$ cat src/exec_pkg.sv
package exec_pkg;

    // ========================================================================
    // Widths
    // ========================================================================
    localparam int DATA_WIDTH = 32;
    localparam int TAG_WIDTH  = 6;
    localparam int ROB_WIDTH  = 5;

    typedef logic [DATA_WIDTH-1:0] data_t;
    // 64 physical registers, P0 reads as zero
    typedef logic [TAG_WIDTH-1:0]  tag_t;
    typedef logic [ROB_WIDTH-1:0]  rob_idx_t;

    // ========================================================================
    // Stage sizing
    // ========================================================================
    localparam int CDB_LANES    = 2;
    localparam int MULT_LATENCY = 4;
    localparam int INSN_BYTES   = 4;

    typedef logic [$clog2(MULT_LATENCY + 1)-1:0] mult_count_t;

    // ========================================================================
    // Function and select codes
    // ========================================================================
    typedef enum logic [3:0] {
        ALU_ADD  = 4'h0,
        ALU_SUB  = 4'h1,
        ALU_AND  = 4'h2,
        ALU_OR   = 4'h3,
        ALU_XOR  = 4'h4,
        ALU_SLL  = 4'h5,
        ALU_SRL  = 4'h6,
        ALU_SRA  = 4'h7,
        ALU_SLT  = 4'h8,
        ALU_SLTU = 4'h9
    } alu_func_t;

    // MUL, MULH, MULHSU, MULHU
    typedef enum logic [1:0] {
        MUL_LO    = 2'd0,
        MUL_HI_SS = 2'd1,
        MUL_HI_SU = 2'd2,
        MUL_HI_UU = 2'd3
    } mult_func_t;

    typedef enum logic [1:0] {
        OPA_RS1  = 2'd0,
        OPA_NPC  = 2'd1,
        OPA_PC   = 2'd2,
        OPA_ZERO = 2'd3
    } opa_sel_t;

    typedef enum logic {
        OPB_RS2 = 1'b0,
        OPB_IMM = 1'b1
    } opb_sel_t;

endpackage
$ cat src/exec_stage.sv
`timescale 1ns/100ps

module exec_stage (
    input  logic                                      clock,
    input  logic                                      reset,
    input  logic                                      mispredict,

    // ALU issue
    input  logic                                      alu_valid,
    input  exec_pkg::alu_func_t                       alu_func,
    input  exec_pkg::opa_sel_t                        alu_opa_sel,
    input  exec_pkg::opb_sel_t                        alu_opb_sel,
    input  exec_pkg::data_t                           alu_pc,
    input  exec_pkg::data_t                           alu_imm,
    input  exec_pkg::tag_t                            alu_src1_tag,
    input  exec_pkg::tag_t                            alu_src2_tag,
    input  exec_pkg::tag_t                            alu_dest_tag,
    input  exec_pkg::rob_idx_t                        alu_rob_idx,

    // Multiply issue
    input  logic                                      mult_valid,
    input  exec_pkg::mult_func_t                      mult_func,
    input  exec_pkg::tag_t                            mult_src1_tag,
    input  exec_pkg::tag_t                            mult_src2_tag,
    input  exec_pkg::tag_t                            mult_dest_tag,
    input  exec_pkg::rob_idx_t                        mult_rob_idx,
    output logic                                      mult_ready,

    // PRF reads
    output exec_pkg::tag_t                            alu_rd_tag1,
    output exec_pkg::tag_t                            alu_rd_tag2,
    output exec_pkg::tag_t                            mult_rd_tag1,
    output exec_pkg::tag_t                            mult_rd_tag2,
    input  exec_pkg::data_t                           alu_rd_data1,
    input  exec_pkg::data_t                           alu_rd_data2,
    input  exec_pkg::data_t                           mult_rd_data1,
    input  exec_pkg::data_t                           mult_rd_data2,

    // CDB snoop
    input  logic            [exec_pkg::CDB_LANES-1:0] cdb_valid,
    input  exec_pkg::tag_t  [exec_pkg::CDB_LANES-1:0] cdb_tag,
    input  exec_pkg::data_t [exec_pkg::CDB_LANES-1:0] cdb_data,

    // Request/grant
    input  logic                                      alu_grant,
    input  logic                                      mult_grant,
    output logic                                      mult_request,

    // Completion port
    output logic                                      ex_valid,
    output logic                                      ex_cdb_valid,
    output exec_pkg::data_t                           ex_result,
    output exec_pkg::tag_t                            ex_dest_tag,
    output exec_pkg::rob_idx_t                        ex_rob_idx
);

    exec_pkg::data_t    alu_rs1;
    exec_pkg::data_t    alu_rs2;
    exec_pkg::data_t    mult_rs1;
    exec_pkg::data_t    mult_rs2;
    exec_pkg::data_t    alu_result;
    exec_pkg::data_t    mult_result;
    exec_pkg::tag_t     mult_dest_tag_q;
    exec_pkg::rob_idx_t mult_rob_idx_q;
    logic               mult_start;
    logic               mult_count_done;

    // ========================================================================
    // Operand resolution
    // ========================================================================
    assign alu_rd_tag1  = alu_src1_tag;
    assign alu_rd_tag2  = alu_src2_tag;
    assign mult_rd_tag1 = mult_src1_tag;
    assign mult_rd_tag2 = mult_src2_tag;

    operand_forward fwd_alu1 (.rd_tag(alu_rd_tag1), .rd_data(alu_rd_data1),
        .cdb_valid(cdb_valid), .cdb_tag(cdb_tag), .cdb_data(cdb_data), .value(alu_rs1));
    operand_forward fwd_alu2 (.rd_tag(alu_rd_tag2), .rd_data(alu_rd_data2),
        .cdb_valid(cdb_valid), .cdb_tag(cdb_tag), .cdb_data(cdb_data), .value(alu_rs2));
    operand_forward fwd_mult1 (.rd_tag(mult_rd_tag1), .rd_data(mult_rd_data1),
        .cdb_valid(cdb_valid), .cdb_tag(cdb_tag), .cdb_data(cdb_data), .value(mult_rs1));
    operand_forward fwd_mult2 (.rd_tag(mult_rd_tag2), .rd_data(mult_rd_data2),
        .cdb_valid(cdb_valid), .cdb_tag(cdb_tag), .cdb_data(cdb_data), .value(mult_rs2));

    // ========================================================================
    // Units
    // ========================================================================
    alu_unit alu0 (.func(alu_func), .opa_sel(alu_opa_sel), .opb_sel(alu_opb_sel),
        .pc(alu_pc), .imm(alu_imm), .rs1(alu_rs1), .rs2(alu_rs2), .result(alu_result));

    // Multiply, flushed on mispredict
    mult_control mult_ctrl0 (.clock(clock), .reset(reset), .flush(mispredict),
        .issue_valid(mult_valid), .grant(mult_grant), .count_done(mult_count_done),
        .ready(mult_ready), .request(mult_request), .start(mult_start));

    mult_stage_counter mult_cnt0 (.clock(clock), .reset(reset), .flush(mispredict),
        .start(mult_start), .done(mult_count_done));

    mult_datapath mult_dp0 (.clock(clock), .reset(reset), .start(mult_start),
        .func(mult_func), .rs1(mult_rs1), .rs2(mult_rs2), .dest_tag(mult_dest_tag),
        .rob_idx(mult_rob_idx), .result(mult_result), .dest_tag_out(mult_dest_tag_q),
        .rob_idx_out(mult_rob_idx_q));

    // ========================================================================
    // Completion
    // ========================================================================
    completion_select comp0 (
        .alu_valid(alu_valid),
        .alu_grant(alu_grant),
        .alu_result(alu_result),
        .alu_dest_tag(alu_dest_tag),
        .alu_rob_idx(alu_rob_idx),
        .mult_request(mult_request),
        .mult_grant(mult_grant),
        .mult_result(mult_result),
        .mult_dest_tag(mult_dest_tag_q),
        .mult_rob_idx(mult_rob_idx_q),
        .ex_valid(ex_valid),
        .ex_cdb_valid(ex_cdb_valid),
        .ex_result(ex_result),
        .ex_dest_tag(ex_dest_tag),
        .ex_rob_idx(ex_rob_idx)
    );

endmodule

$ cat src/completion_select.sv
`timescale 1ns/100ps

module completion_select (
    // ALU side
    input  logic               alu_valid,
    input  logic               alu_grant,
    input  exec_pkg::data_t    alu_result,
    input  exec_pkg::tag_t     alu_dest_tag,
    input  exec_pkg::rob_idx_t alu_rob_idx,

    // Multiply side
    input  logic               mult_request,
    input  logic               mult_grant,
    input  exec_pkg::data_t    mult_result,
    input  exec_pkg::tag_t     mult_dest_tag,
    input  exec_pkg::rob_idx_t mult_rob_idx,

    // Completion port
    output logic               ex_valid,
    output logic               ex_cdb_valid,
    output exec_pkg::data_t    ex_result,
    output exec_pkg::tag_t     ex_dest_tag,
    output exec_pkg::rob_idx_t ex_rob_idx
);

    logic alu_fire;
    logic mult_fire;

    // A grant only counts against a live candidate
    assign alu_fire  = alu_valid && alu_grant;
    assign mult_fire = mult_request && mult_grant;

    always_comb begin
        ex_result   = '0;
        ex_dest_tag = '0;
        ex_rob_idx  = '0;
        if (mult_fire) begin
            ex_result   = mult_result;
            ex_dest_tag = mult_dest_tag;
            ex_rob_idx  = mult_rob_idx;
        end else if (alu_fire) begin
            ex_result   = alu_result;
            ex_dest_tag = alu_dest_tag;
            ex_rob_idx  = alu_rob_idx;
        end
    end

    assign ex_valid     = alu_fire || mult_fire;
    // P0 writes never go out on the CDB
    assign ex_cdb_valid = ex_valid && (ex_dest_tag != '0);

endmodule

$ cat src/mult_datapath.sv
`timescale 1ns/100ps

module mult_datapath (
    input  logic                 clock,
    input  logic                 reset,
    input  logic                 start,
    input  exec_pkg::mult_func_t func,
    input  exec_pkg::data_t      rs1,
    input  exec_pkg::data_t      rs2,
    input  exec_pkg::tag_t       dest_tag,
    input  exec_pkg::rob_idx_t   rob_idx,
    output exec_pkg::data_t      result,
    output exec_pkg::tag_t       dest_tag_out,
    output exec_pkg::rob_idx_t   rob_idx_out
);

    localparam int MSB = exec_pkg::DATA_WIDTH - 1;

    exec_pkg::mult_func_t func_q;
    exec_pkg::data_t      rs1_q;
    exec_pkg::data_t      rs2_q;
    exec_pkg::data_t      product_word;
    logic                 start_d;

    logic signed [exec_pkg::DATA_WIDTH:0]       opa_ext;
    logic signed [exec_pkg::DATA_WIDTH:0]       opb_ext;
    logic signed [2*exec_pkg::DATA_WIDTH+1:0]   product;

    // ========================================================================
    // Capture at accept
    // ========================================================================
    always_ff @(posedge clock) begin
        if (start) begin
            func_q       <= func;
            rs1_q        <= rs1;
            rs2_q        <= rs2;
            dest_tag_out <= dest_tag;
            rob_idx_out  <= rob_idx;
        end
    end

    always_ff @(posedge clock) begin
        if (!reset) begin
            start_d <= 1'b0;
        end else begin
            start_d <= start;
        end
    end

    // Sign extension per function, MUL_LO is the same either way
    always_comb begin
        opa_ext      = {(func_q != exec_pkg::MUL_HI_UU) & rs1_q[MSB], rs1_q};
        opb_ext      = {((func_q == exec_pkg::MUL_LO) || (func_q == exec_pkg::MUL_HI_SS))
                        & rs2_q[MSB], rs2_q};
        product      = opa_ext * opb_ext;
        product_word = (func_q == exec_pkg::MUL_LO) ? product[MSB:0]
                                                    : product[2*MSB+1:MSB+1];
    end

    // Product register, held until the next multiply
    always_ff @(posedge clock) begin
        if (start_d) begin
            result <= product_word;
        end
    end

endmodule

$ cat src/mult_stage_counter.sv
`timescale 1ns/100ps

module mult_stage_counter (
    input  logic clock,
    input  logic reset,
    input  logic flush,
    input  logic start,
    output logic done
);

    exec_pkg::mult_count_t count;
    logic                  active;

    // Loaded at the accept edge, reaches zero three edges later,
    // so the FSM leaves BUSY on the fourth edge after accept
    always_ff @(posedge clock) begin
        if (!reset) begin
            active <= 1'b0;
            count  <= '0;
        end else if (flush) begin
            active <= 1'b0;
            count  <= '0;
        end else if (start) begin
            active <= 1'b1;
            count  <= exec_pkg::mult_count_t'(exec_pkg::MULT_LATENCY - 1);
        end else if (done) begin
            active <= 1'b0;
        end else if (active) begin
            count <= count - 1'b1;
        end
    end

    assign done = active && (count == '0);

endmodule

$ cat src/mult_control.sv
`timescale 1ns/100ps

module mult_control (
    input  logic clock,
    input  logic reset,
    input  logic flush,
    input  logic issue_valid,
    input  logic grant,
    input  logic count_done,
    output logic ready,
    output logic request,
    output logic start
);

    typedef enum logic [1:0] {
        IDLE       = 2'd0,
        BUSY       = 2'd1,
        WAIT_GRANT = 2'd2
    } state_t;

    state_t state;
    state_t state_next;

    // ========================================================================
    // State register
    // ========================================================================
    always_ff @(posedge clock) begin
        if (!reset) begin
            state <= IDLE;
        end else if (flush) begin
            state <= IDLE;
        end else begin
            state <= state_next;
        end
    end

    always_comb begin
        state_next = state;
        case (state)
            IDLE:       if (start)      state_next = BUSY;
            BUSY:       if (count_done) state_next = WAIT_GRANT;
            WAIT_GRANT: if (grant)      state_next = IDLE;
            default:                    state_next = IDLE;
        endcase
    end

    // Handshake outputs
    assign ready   = (state == IDLE);
    assign request = (state == WAIT_GRANT);

    // A multiply issued alongside a flush is on the wrong path, drop it
    assign start = ready && issue_valid && !flush;

endmodule

$ cat src/alu_unit.sv
`timescale 1ns/100ps

module alu_unit (
    input  exec_pkg::alu_func_t func,
    input  exec_pkg::opa_sel_t  opa_sel,
    input  exec_pkg::opb_sel_t  opb_sel,
    input  exec_pkg::data_t     pc,
    input  exec_pkg::data_t     imm,
    input  exec_pkg::data_t     rs1,
    input  exec_pkg::data_t     rs2,
    output exec_pkg::data_t     result
);

    exec_pkg::data_t opa;
    exec_pkg::data_t opb;
    logic [4:0]      shamt;

    // ========================================================================
    // Operand selection
    // ========================================================================
    always_comb begin
        case (opa_sel)
            exec_pkg::OPA_RS1:  opa = rs1;
            exec_pkg::OPA_NPC:  opa = pc + exec_pkg::data_t'(exec_pkg::INSN_BYTES);
            exec_pkg::OPA_PC:   opa = pc;
            exec_pkg::OPA_ZERO: opa = '0;
            default:            opa = '0;
        endcase
    end

    assign opb = (opb_sel == exec_pkg::OPB_IMM) ? imm : rs2;

    // RV32I shifts only look at the low five bits
    assign shamt = opb[4:0];

    // ========================================================================
    // Operations
    // ========================================================================
    always_comb begin
        case (func)
            exec_pkg::ALU_ADD:  result = opa + opb;
            exec_pkg::ALU_SUB:  result = opa - opb;
            exec_pkg::ALU_AND:  result = opa & opb;
            exec_pkg::ALU_OR:   result = opa | opb;
            exec_pkg::ALU_XOR:  result = opa ^ opb;
            exec_pkg::ALU_SLL:  result = opa << shamt;
            exec_pkg::ALU_SRL:  result = opa >> shamt;
            exec_pkg::ALU_SRA:  result = $signed(opa) >>> shamt;
            exec_pkg::ALU_SLT: begin
                result = {{(exec_pkg::DATA_WIDTH-1){1'b0}}, $signed(opa) < $signed(opb)};
            end
            exec_pkg::ALU_SLTU: begin
                result = {{(exec_pkg::DATA_WIDTH-1){1'b0}}, opa < opb};
            end
            // Unused codes
            default:            result = '0;
        endcase
    end

endmodule

$ cat src/operand_forward.sv
`timescale 1ns/100ps

module operand_forward (
    input  exec_pkg::tag_t                                rd_tag,
    input  exec_pkg::data_t                               rd_data,
    input  logic            [exec_pkg::CDB_LANES-1:0]     cdb_valid,
    input  exec_pkg::tag_t  [exec_pkg::CDB_LANES-1:0]     cdb_tag,
    input  exec_pkg::data_t [exec_pkg::CDB_LANES-1:0]     cdb_data,
    output exec_pkg::data_t                               value
);

    logic [exec_pkg::CDB_LANES-1:0] lane_hit;

    // Per-lane tag compare
    always_comb begin
        for (int lane = 0; lane < exec_pkg::CDB_LANES; lane++) begin
            lane_hit[lane] = cdb_valid[lane] && (cdb_tag[lane] == rd_tag);
        end
    end

    // Default to the register file read
    // later lanes override earlier ones, so the highest hit wins
    always_comb begin
        value = rd_data;
        for (int lane = 0; lane < exec_pkg::CDB_LANES; lane++) begin
            if (lane_hit[lane]) begin
                value = cdb_data[lane];
            end
        end
    end

endmodule

$ cat config.mk
export PLATFORM = sky130hd
export DESIGN_NAME = exec_stage
export DESIGN_NICKNAME = d
export VERILOG_FILES = /design/src/exec_pkg.sv /design/src/exec_stage.sv /design/src/completion_select.sv /design/src/mult_datapath.sv /design/src/mult_stage_counter.sv /design/src/mult_control.sv /design/src/alu_unit.sv /design/src/operand_forward.sv
export SDC_FILE = /design/constraint.sdc
export NUM_CORES = 2
export LEC_CHECK = 0
export ABC_AREA = 1
export BUFFER_PORTS_ARGS = -buffer_cell sky130_fd_sc_hd__buf_2
export CAP_MARGIN = 25
export CORE_MARGIN = 2
export CORE_UTILIZATION = 32
export CTS_CLUSTER_DIAMETER = 30
export DETAILED_ROUTE_END_ITERATION = 6
export GPL_TIMING_DRIVEN = 0
export HOLD_SLACK_MARGIN = 0.05
export MAX_ROUTING_LAYER = met4
export SLEW_MARGIN = 10
export SYNTH_ARGS = -nofsm -noshare
export SYNTH_HDL_FRONTEND = slang
export SYNTH_SLANG_ARGS = --single-unit
$ cat constraint.sdc
create_clock -name clock -period 7.6 [get_ports clock]
set_input_delay 0.38 -clock clock [delete_from_list [all_inputs] [get_ports clock]]
set_output_delay 0.38 -clock clock [all_outputs]
set_load 0.01 [all_outputs]
=== Yosys cells after proc, flatten, opt, wreduce, memory -nomap -nowiden ===
Index checks and enable logic that the tools add are counted.

* Bits in registers: 116
* Word-level logic and storage cells: 113

* Add/subtract/negate cells: 4
* $mul: 1
* $lt $le $gt $ge: 2
* Equality and inequality tests: 28
* Shifts and indexed selects: 3
* Mux-type cells: 27
* Bitwise operators: 7
* Reduce and logical (&&, ||, !) cells: 30

{| class="wikitable"
|+ Operator list
! operator !! number
|-
| two-way mux 32 bit || 12
|-
| one-hot mux 32 bit (10 select lines) || 1
|-
| one-hot mux 32 bit (4 select lines) || 1
|-
| < comparator 32 bit || 2
|-
| multiplier 33 x 33 -> 64 bit || 1
|-
| == test 6 bit || 8
|-
| adder 32 x 3 -> 32 bit, second input constant || 1
|-
| adder 32 bit || 1
|-
| bitwise AND 32 bit || 1
|-
| OR 32 bit || 1
|-
| left shift 32 x 5 -> 32 bit || 1
|-
| >> shifter 32 x 5 -> 32 bit || 1
|-
| >>> shifter 32 x 5 -> 32 bit || 1
|-
| subtractor 32 bit || 1
|-
| XOR 32 bit || 1
|-
| == test 4 x 3 -> 1 bit, second input constant || 4
|-
| logical AND 1 bit || 14
|-
| two-way mux 2 bit || 6
|-
| two-way mux 6 bit || 2
|-
| two-way mux 5 bit || 2
|-
| == test 4 x 2 -> 1 bit, second input constant || 2
|-
| == test 4 bit, second input constant || 2
|-
| == test 2 x 1 -> 1 bit, second input constant || 3
|-
| == test 2 bit, second input constant || 3
|-
| 19 further kinds || 30
|}

=== Logic depth before layout (Yosys ltp) ===
* Depth in word-level cells: 9
* Depth in mapped cells: 36

=== Cells and area by module ===
A second synthesis with hierarchy kept.

* Cell total of the unflattened synthesis: 8776
* Area total of the unflattened synthesis: 61387.6 µm²

{| class="wikitable"
|+ Modules (own cells, without submodules)
! module !! instances !! cells each !! area each (µm²) !! sequential area each (µm²)
|-
| mult_datapath || 1 || 5148 || 43132.6 || 3293.2
|-
| alu_unit || 1 || 2254 || 11160.7 || 0.0
|-
| operand_forward || 4 || 287 || 1452.6 || 0.0
|-
| completion_select || 1 || 152 || 759.5 || 0.0
|-
| mult_stage_counter || 1 || 32 || 226.5 || 80.1
|-
| exec_stage || 1 || 24 || 180.2 || 0.0
|-
| mult_control || 1 || 18 || 117.6 || 40.0
|}

=== Worst setup path before layout ===
No wires, ideal clock.

* Path kind: flip-flop to flip-flop
* Start point: register mult_dp0.rs1_q[31]
* End point: register mult_dp0.result[26] (data pin)
* Library setup time: 0.260 ns
* Arrival: 7.450 ns
* Slack: -0.111 ns
* Stages on the path, launching flop included: 30
* Clock period less this slack: 7.711 ns
* Cell sequence: edfxtp_1 clkbuf_1 clkbuf_1 nand2_1 a21oi_1 fa_1 fa_1 fa_1 inv_1 fa_1 fa_1 fa_1 fa_1 fa_1 inv_1 ha_1 nand2_1 nor2_1 inv_1 nor2_1 and3_1 nand3_1 nand3_1 a21oi_1 o21ai_0 a21oi_1 o21ai_0 nand2_1 nand2_1 o21ai_0

* Longest elaborated chain between the ends: 3

{| class="wikitable"
|+ RTL lines
! item !! line !! text
|-
| start: declaration || mult_datapath.sv:20 || <nowiki>exec_pkg::data_t rs1_q;</nowiki>
|-
| start signal: assignment || mult_datapath.sv:35 || <nowiki>rs1_q <= rs1;</nowiki>
|-
| bitwise AND 1 bit || mult_datapath.sv:52 || <nowiki>opa_ext = {(func_q != exec_pkg::MUL_HI_UU) & rs1_q[MSB], rs1_q};</nowiki>
|-
| multiplier 33 x 33 -> 64 bit (*) || mult_datapath.sv:55 || <nowiki>product = opa_ext * opb_ext;</nowiki>
|-
| two-way mux 32 bit (*) || mult_datapath.sv:56 || <nowiki>product_word = (func_q == exec_pkg::MUL_LO) ? product[MSB:0]</nowiki>
|-
| net mult_dp0.product_word[26] || mult_datapath.sv:22 || <nowiki>exec_pkg::data_t product_word;</nowiki>
|-
| end signal: assignment || mult_datapath.sv:63 || <nowiki>result <= product_word;</nowiki>
|-
| end: declaration || mult_datapath.sv:12 || <nowiki>output exec_pkg::data_t result,</nowiki>
|}

The timed path passes the listed nets; every way through them passes the cells marked *.
A chain may end at the register's enable or synchronous reset.

=== Worst setup path in the final report ===
* Start point: register mult_dp0.rs2_q[0]
* End point: register mult_dp0.result[22] (data pin)

* Longest elaborated chain between the ends: 2

{| class="wikitable"
|+ RTL lines
! item !! line !! text
|-
| start: declaration || mult_datapath.sv:21 || <nowiki>exec_pkg::data_t rs2_q;</nowiki>
|-
| start signal: assignment || mult_datapath.sv:36 || <nowiki>rs2_q <= rs2;</nowiki>
|-
| multiplier 33 x 33 -> 64 bit || mult_datapath.sv:55 ||
|-
| two-way mux 32 bit || mult_datapath.sv:56 ||
|-
| net mult_dp0.product_word[22] || mult_datapath.sv:22 ||
|}

The timed path passes the listed nets, and every way through them passes these cells.

==> flow_summary_export.csv <==
group,metric,value,unit
critical_path,startpoint_type,"flop",
route,vias_per_cell,5.34,
critical_path,worst-setup-path-type,"reg2reg",
critical_path,endpoint_kind,"flop",
cts,clkTransAtPathRegs,0.05,ns
sta,setup_viol,30,
place,place.gp.congestion,1.09,
critical_path,required,7.81,ns
hold_path,min_delay_path_depth,1,
critical_path,critPathBufInv,7,
grt,grt_pass1_wl,473000,um
sta,period_minus_slack,8.02,ns
synth,muxShareOfSynthArea,0,
place,place_hpwl,291000,um
sta,setup_ws,-0.415,ns
critical_path,r2r-end,"mult_dp0.result[22]",
synth,synth_top_cell_area_share,0.395,
die,die_h,427,um
sta,tightest_slew,1.14,ns
sta,clock_skew,0.0148,ns
grt,track_usage,0.387,
die,die_w,427,um
route,totalWireLength,343000,um
die,die_area,0.182,mm^2
cts,clockBufferDepth,3,
die,start_util,0.321,
synth,synthAdderAreaFrac,0.463,
cts,h-tree-depth,4,
synth,synth-simple-area-share,0.221,
synth,avgSynthCellArea,7.20,um^2
route,vias,58900,
synth,synth_top_family_by_area,"adder cells",
finish,drive_gt1_frac,0.180,
synth,syn_nets,9708,
synth,synth_compound_area_frac,0.0941,
sta,clock.fmax,125,MHz
sta,hold_violations,0,
cts,clkSinkCount,116,
cts,cts_made_buffers,25,
run_status,violations,"DRC, setup timing",
synth,yosysTopAreaCell,"fa_1",
finish,finalInstanceArea,0.0696,mm^2
critical_path,cp_data_arrival_time,8.22,ns
hold_path,hold_class,"in2reg",
synth,yosys_warnings,0,
critical_path,r2r_setup_slack,-0.42,ns
finish,nFillCells,18900,
job,maxCapViolations,0,
critical_path,r2r_cells,28,
route,detail_route.wl_per_cell,31.1,um
sta,fin_crit_sh,1.05,
die,ioPinCount,403,
sta,relSlewSlack,0.242,
critical_path,path_delay_family,"adder cells",
sta,slew_violations,0,
hold_path,whs_endpoint,"mult_dp0.dest_tag_out[5]",
synth,synth_cell_types,58,
critical_path,rr_startpoint,"mult_dp0.rs2_q[0]",
critical_path,cp_common_cell,"fa_2",
critical_path,crit_slowest_cell,"fa_2",
place,dpl_cell_area,0.0626,mm^2
cts,cts_root_buf,"clkbuf_16",
synth,synthTopCellsByArea,"fa_1 (39%), nand2_1 (14%), inv_1 (12%)",
grt,grt_overflow,0,
route,drc_errors,2,
cts,cts_tree,"built",
sta,rsz0062_at_grt,"yes",
route,first_iter_violations,6911,
die,rows,155,
route,drtPass1Iterations,7,
critical_path,critPathMaxStageDelay,0.73,ns
hold_path,worstHoldStart,"mult_dest_tag[5]",
grt,grt_pass1_vias,59900,
grt,antenna_found_initial,46,
synth,ys_seq_elements,116,
finish,syn2layout_area_growth,21.7,%
finish,fin_nets,10400,
critical_path,path_max_fanout,5,
synth,seq_area_frac_synth,0.0597,
die,fp.coreArea,0.178,mm^2
place,portBuffers,402,
synth,synthesis.area,0.0572,mm^2
synth,netlist_instances,7937,
synth,synth_xor_area_frac,0.00705,
route,ant_nets,0,
grt,grt_max_degree,65,
cts,clk-insertion-delay-late,0.48,ns
run_status,status,"finished with violations",
[placed cells by master, fill, tap and decap left out, types with 46 or more instances in the layout]
cell type,n
inv_1,1774
o21ai_1,66
clkbuf_4,61
clkbuf_1,106
o21ai_0,252
nand2_2,46
o211ai_1,96
nand3_1,454
ha_1,271
edfxtp_1,109
buf_6,51
buf_4,260
buf_2,463
nand2_1,2039
inv_2,78
fa_1,1053
fa_2,74
a21oi_1,253
nor2_1,328
[layout make-up]
type                       instances  area [um^2]  area share
multi-input combinational       5519        47200       0.679
tap                             2355         2950      0.0424
timing repair inverter             1         3.75   0.0000540
timing repair buffer             721         5210      0.0748
buffer                           396         2960      0.0426
clock buffer                      27          633     0.00910
antenna                           32         80.1     0.00115
inverter                        1867         7050       0.101
clock inverter                     5         45.0    0.000647
sequential                       116         3410      0.0491
[logic make-up after synthesis]
family                     count (synthesis)
DFF                                      116
buffers and inverters                   2302
adders and majority gates               1439
AOI/OAI and AO/OA                        942
xor gates and xnor gates                  46
and+or+nand+nor                         3092
[how the worst max path moves through the flow]
| stage | from | endpoint | slack (ns) | cells after the start |
|---|---|---|---|---|
| 4_1_cts | mult_dp0.rs1_q[14] | mult_dp0.result[24] | -0.38 | 28 |
| 6_report | mult_dp0.rs2_q[0] | mult_dp0.result[22] | -0.42 | 28 |
| 3_5_place_dp | mult_dp0.rs2_q[12] | mult_dp0.result[24] | -2.91 | 28 |
| 2_1_floorplan | mult_dp0.rs1_q[31] | mult_dp0.result[26] | 0.01 | 29 |
| 3_3_place_gp | mult_dp0.rs2_q[12] | mult_dp0.result[24] | -2.96 | 28 |
| 5_1_grt | mult_dp0.func_q[0] | mult_dp0.result[30] | -0.55 | 35 |
[stage by stage]
stage | std cells | hold slack [ns] | TNS [ns] | util | setup WS, ns
after floorplan | 7937 | 0.466 | 0 | - | 0.0134
after global placement | 10700 | 0.480 | -62.21 | 0.349 | -2.96
after detailed placement | 10700 | 0.490 | -61.09 | 0.351 | -2.91
after CTS | 11000 | 0.0505 | -4.31 | 0.382 | -0.381
after global routing | 11000 | 0.0678 | -10.52 | 0.391 | -0.550
final | 11000 | 0.0720 | -4.86 | 0.391 | -0.415
[worst register-to-register path: cells and delay by family, from the launching register on]
kind                     cells  cell delay (ns)
buffers and inverters        7             0.96
adder cells (fa/ha/maj)      9             4.86
AO/OA/AOI/OAI                5             0.74
AND/OR/NAND/NOR              7             0.72
flip-flops                   1             0.44
[flip-flops by register name, summed over array words and instances, names as in the netlist]
register,count
mult_dp0.result,32
mult_cnt0.active,1
mult_ctrl0.state,2
mult_dp0.rs1_q,32
mult_dp0.start_d,1
mult_dp0.dest_tag_out,6
mult_dp0.rob_idx_out,5
mult_cnt0.count,3
mult_dp0.func_q,2
mult_dp0.rs2_q,32
[synth_stat cells (all sizes together)]
| cell type | instances |
|---|---|
| a2111oi | 9 |
| a211oi | 5 |
| a21boi | 4 |
| a21o | 16 |
| a21oi | 314 |
| a221o | 1 |
| a221oi | 15 |
| a311oi | 1 |
| a31o | 2 |
| a31oi | 29 |
| and2 | 3 |
| and3 | 6 |
| buf | 105 |
| clkbuf | 330 |
| clkinv | 4 |
| dfxtp | 7 |
| edfxtp | 109 |
| fa | 1127 |
| ha | 312 |
| inv | 1863 |
| nand2 | 2116 |
| nand2b | 1 |
| nand3 | 474 |
| nand3b | 2 |
| nand4 | 45 |
| nor2 | 380 |
| nor3 | 28 |
| nor3b | 1 |
| nor4 | 9 |
| o2111ai | 8 |
| o211ai | 97 |
| o21a | 6 |
| o21ai | 359 |
| o21bai | 8 |
| o221a | 1 |
| o221ai | 11 |
| o22ai | 48 |
| o31ai | 8 |
| or2 | 27 |
| xnor2 | 23 |
| xor2 | 23 |
[metal layers]
layer  global-route usage  vias up  wire [um]
li1                     -    25300          -
met1                0.484    29800     136000
met2                0.588     3050     151000
met3               0.0479      713      25500
met4                0.259        0      30100
met5                    -        -          0
[what timing repair did]
action	4_1_cts	5_1_grt
buffers inserted	225	57
gates resized for setup	851	292
gates cloned	5	0
pin swaps	174	143
hold buffers	1	0
setup endpoints to repair	33	39
hold endpoints to repair	1	0
Power is not shown: default switching activity piles up to over one toggle a cycle in this logic, so the estimate is an artifact.
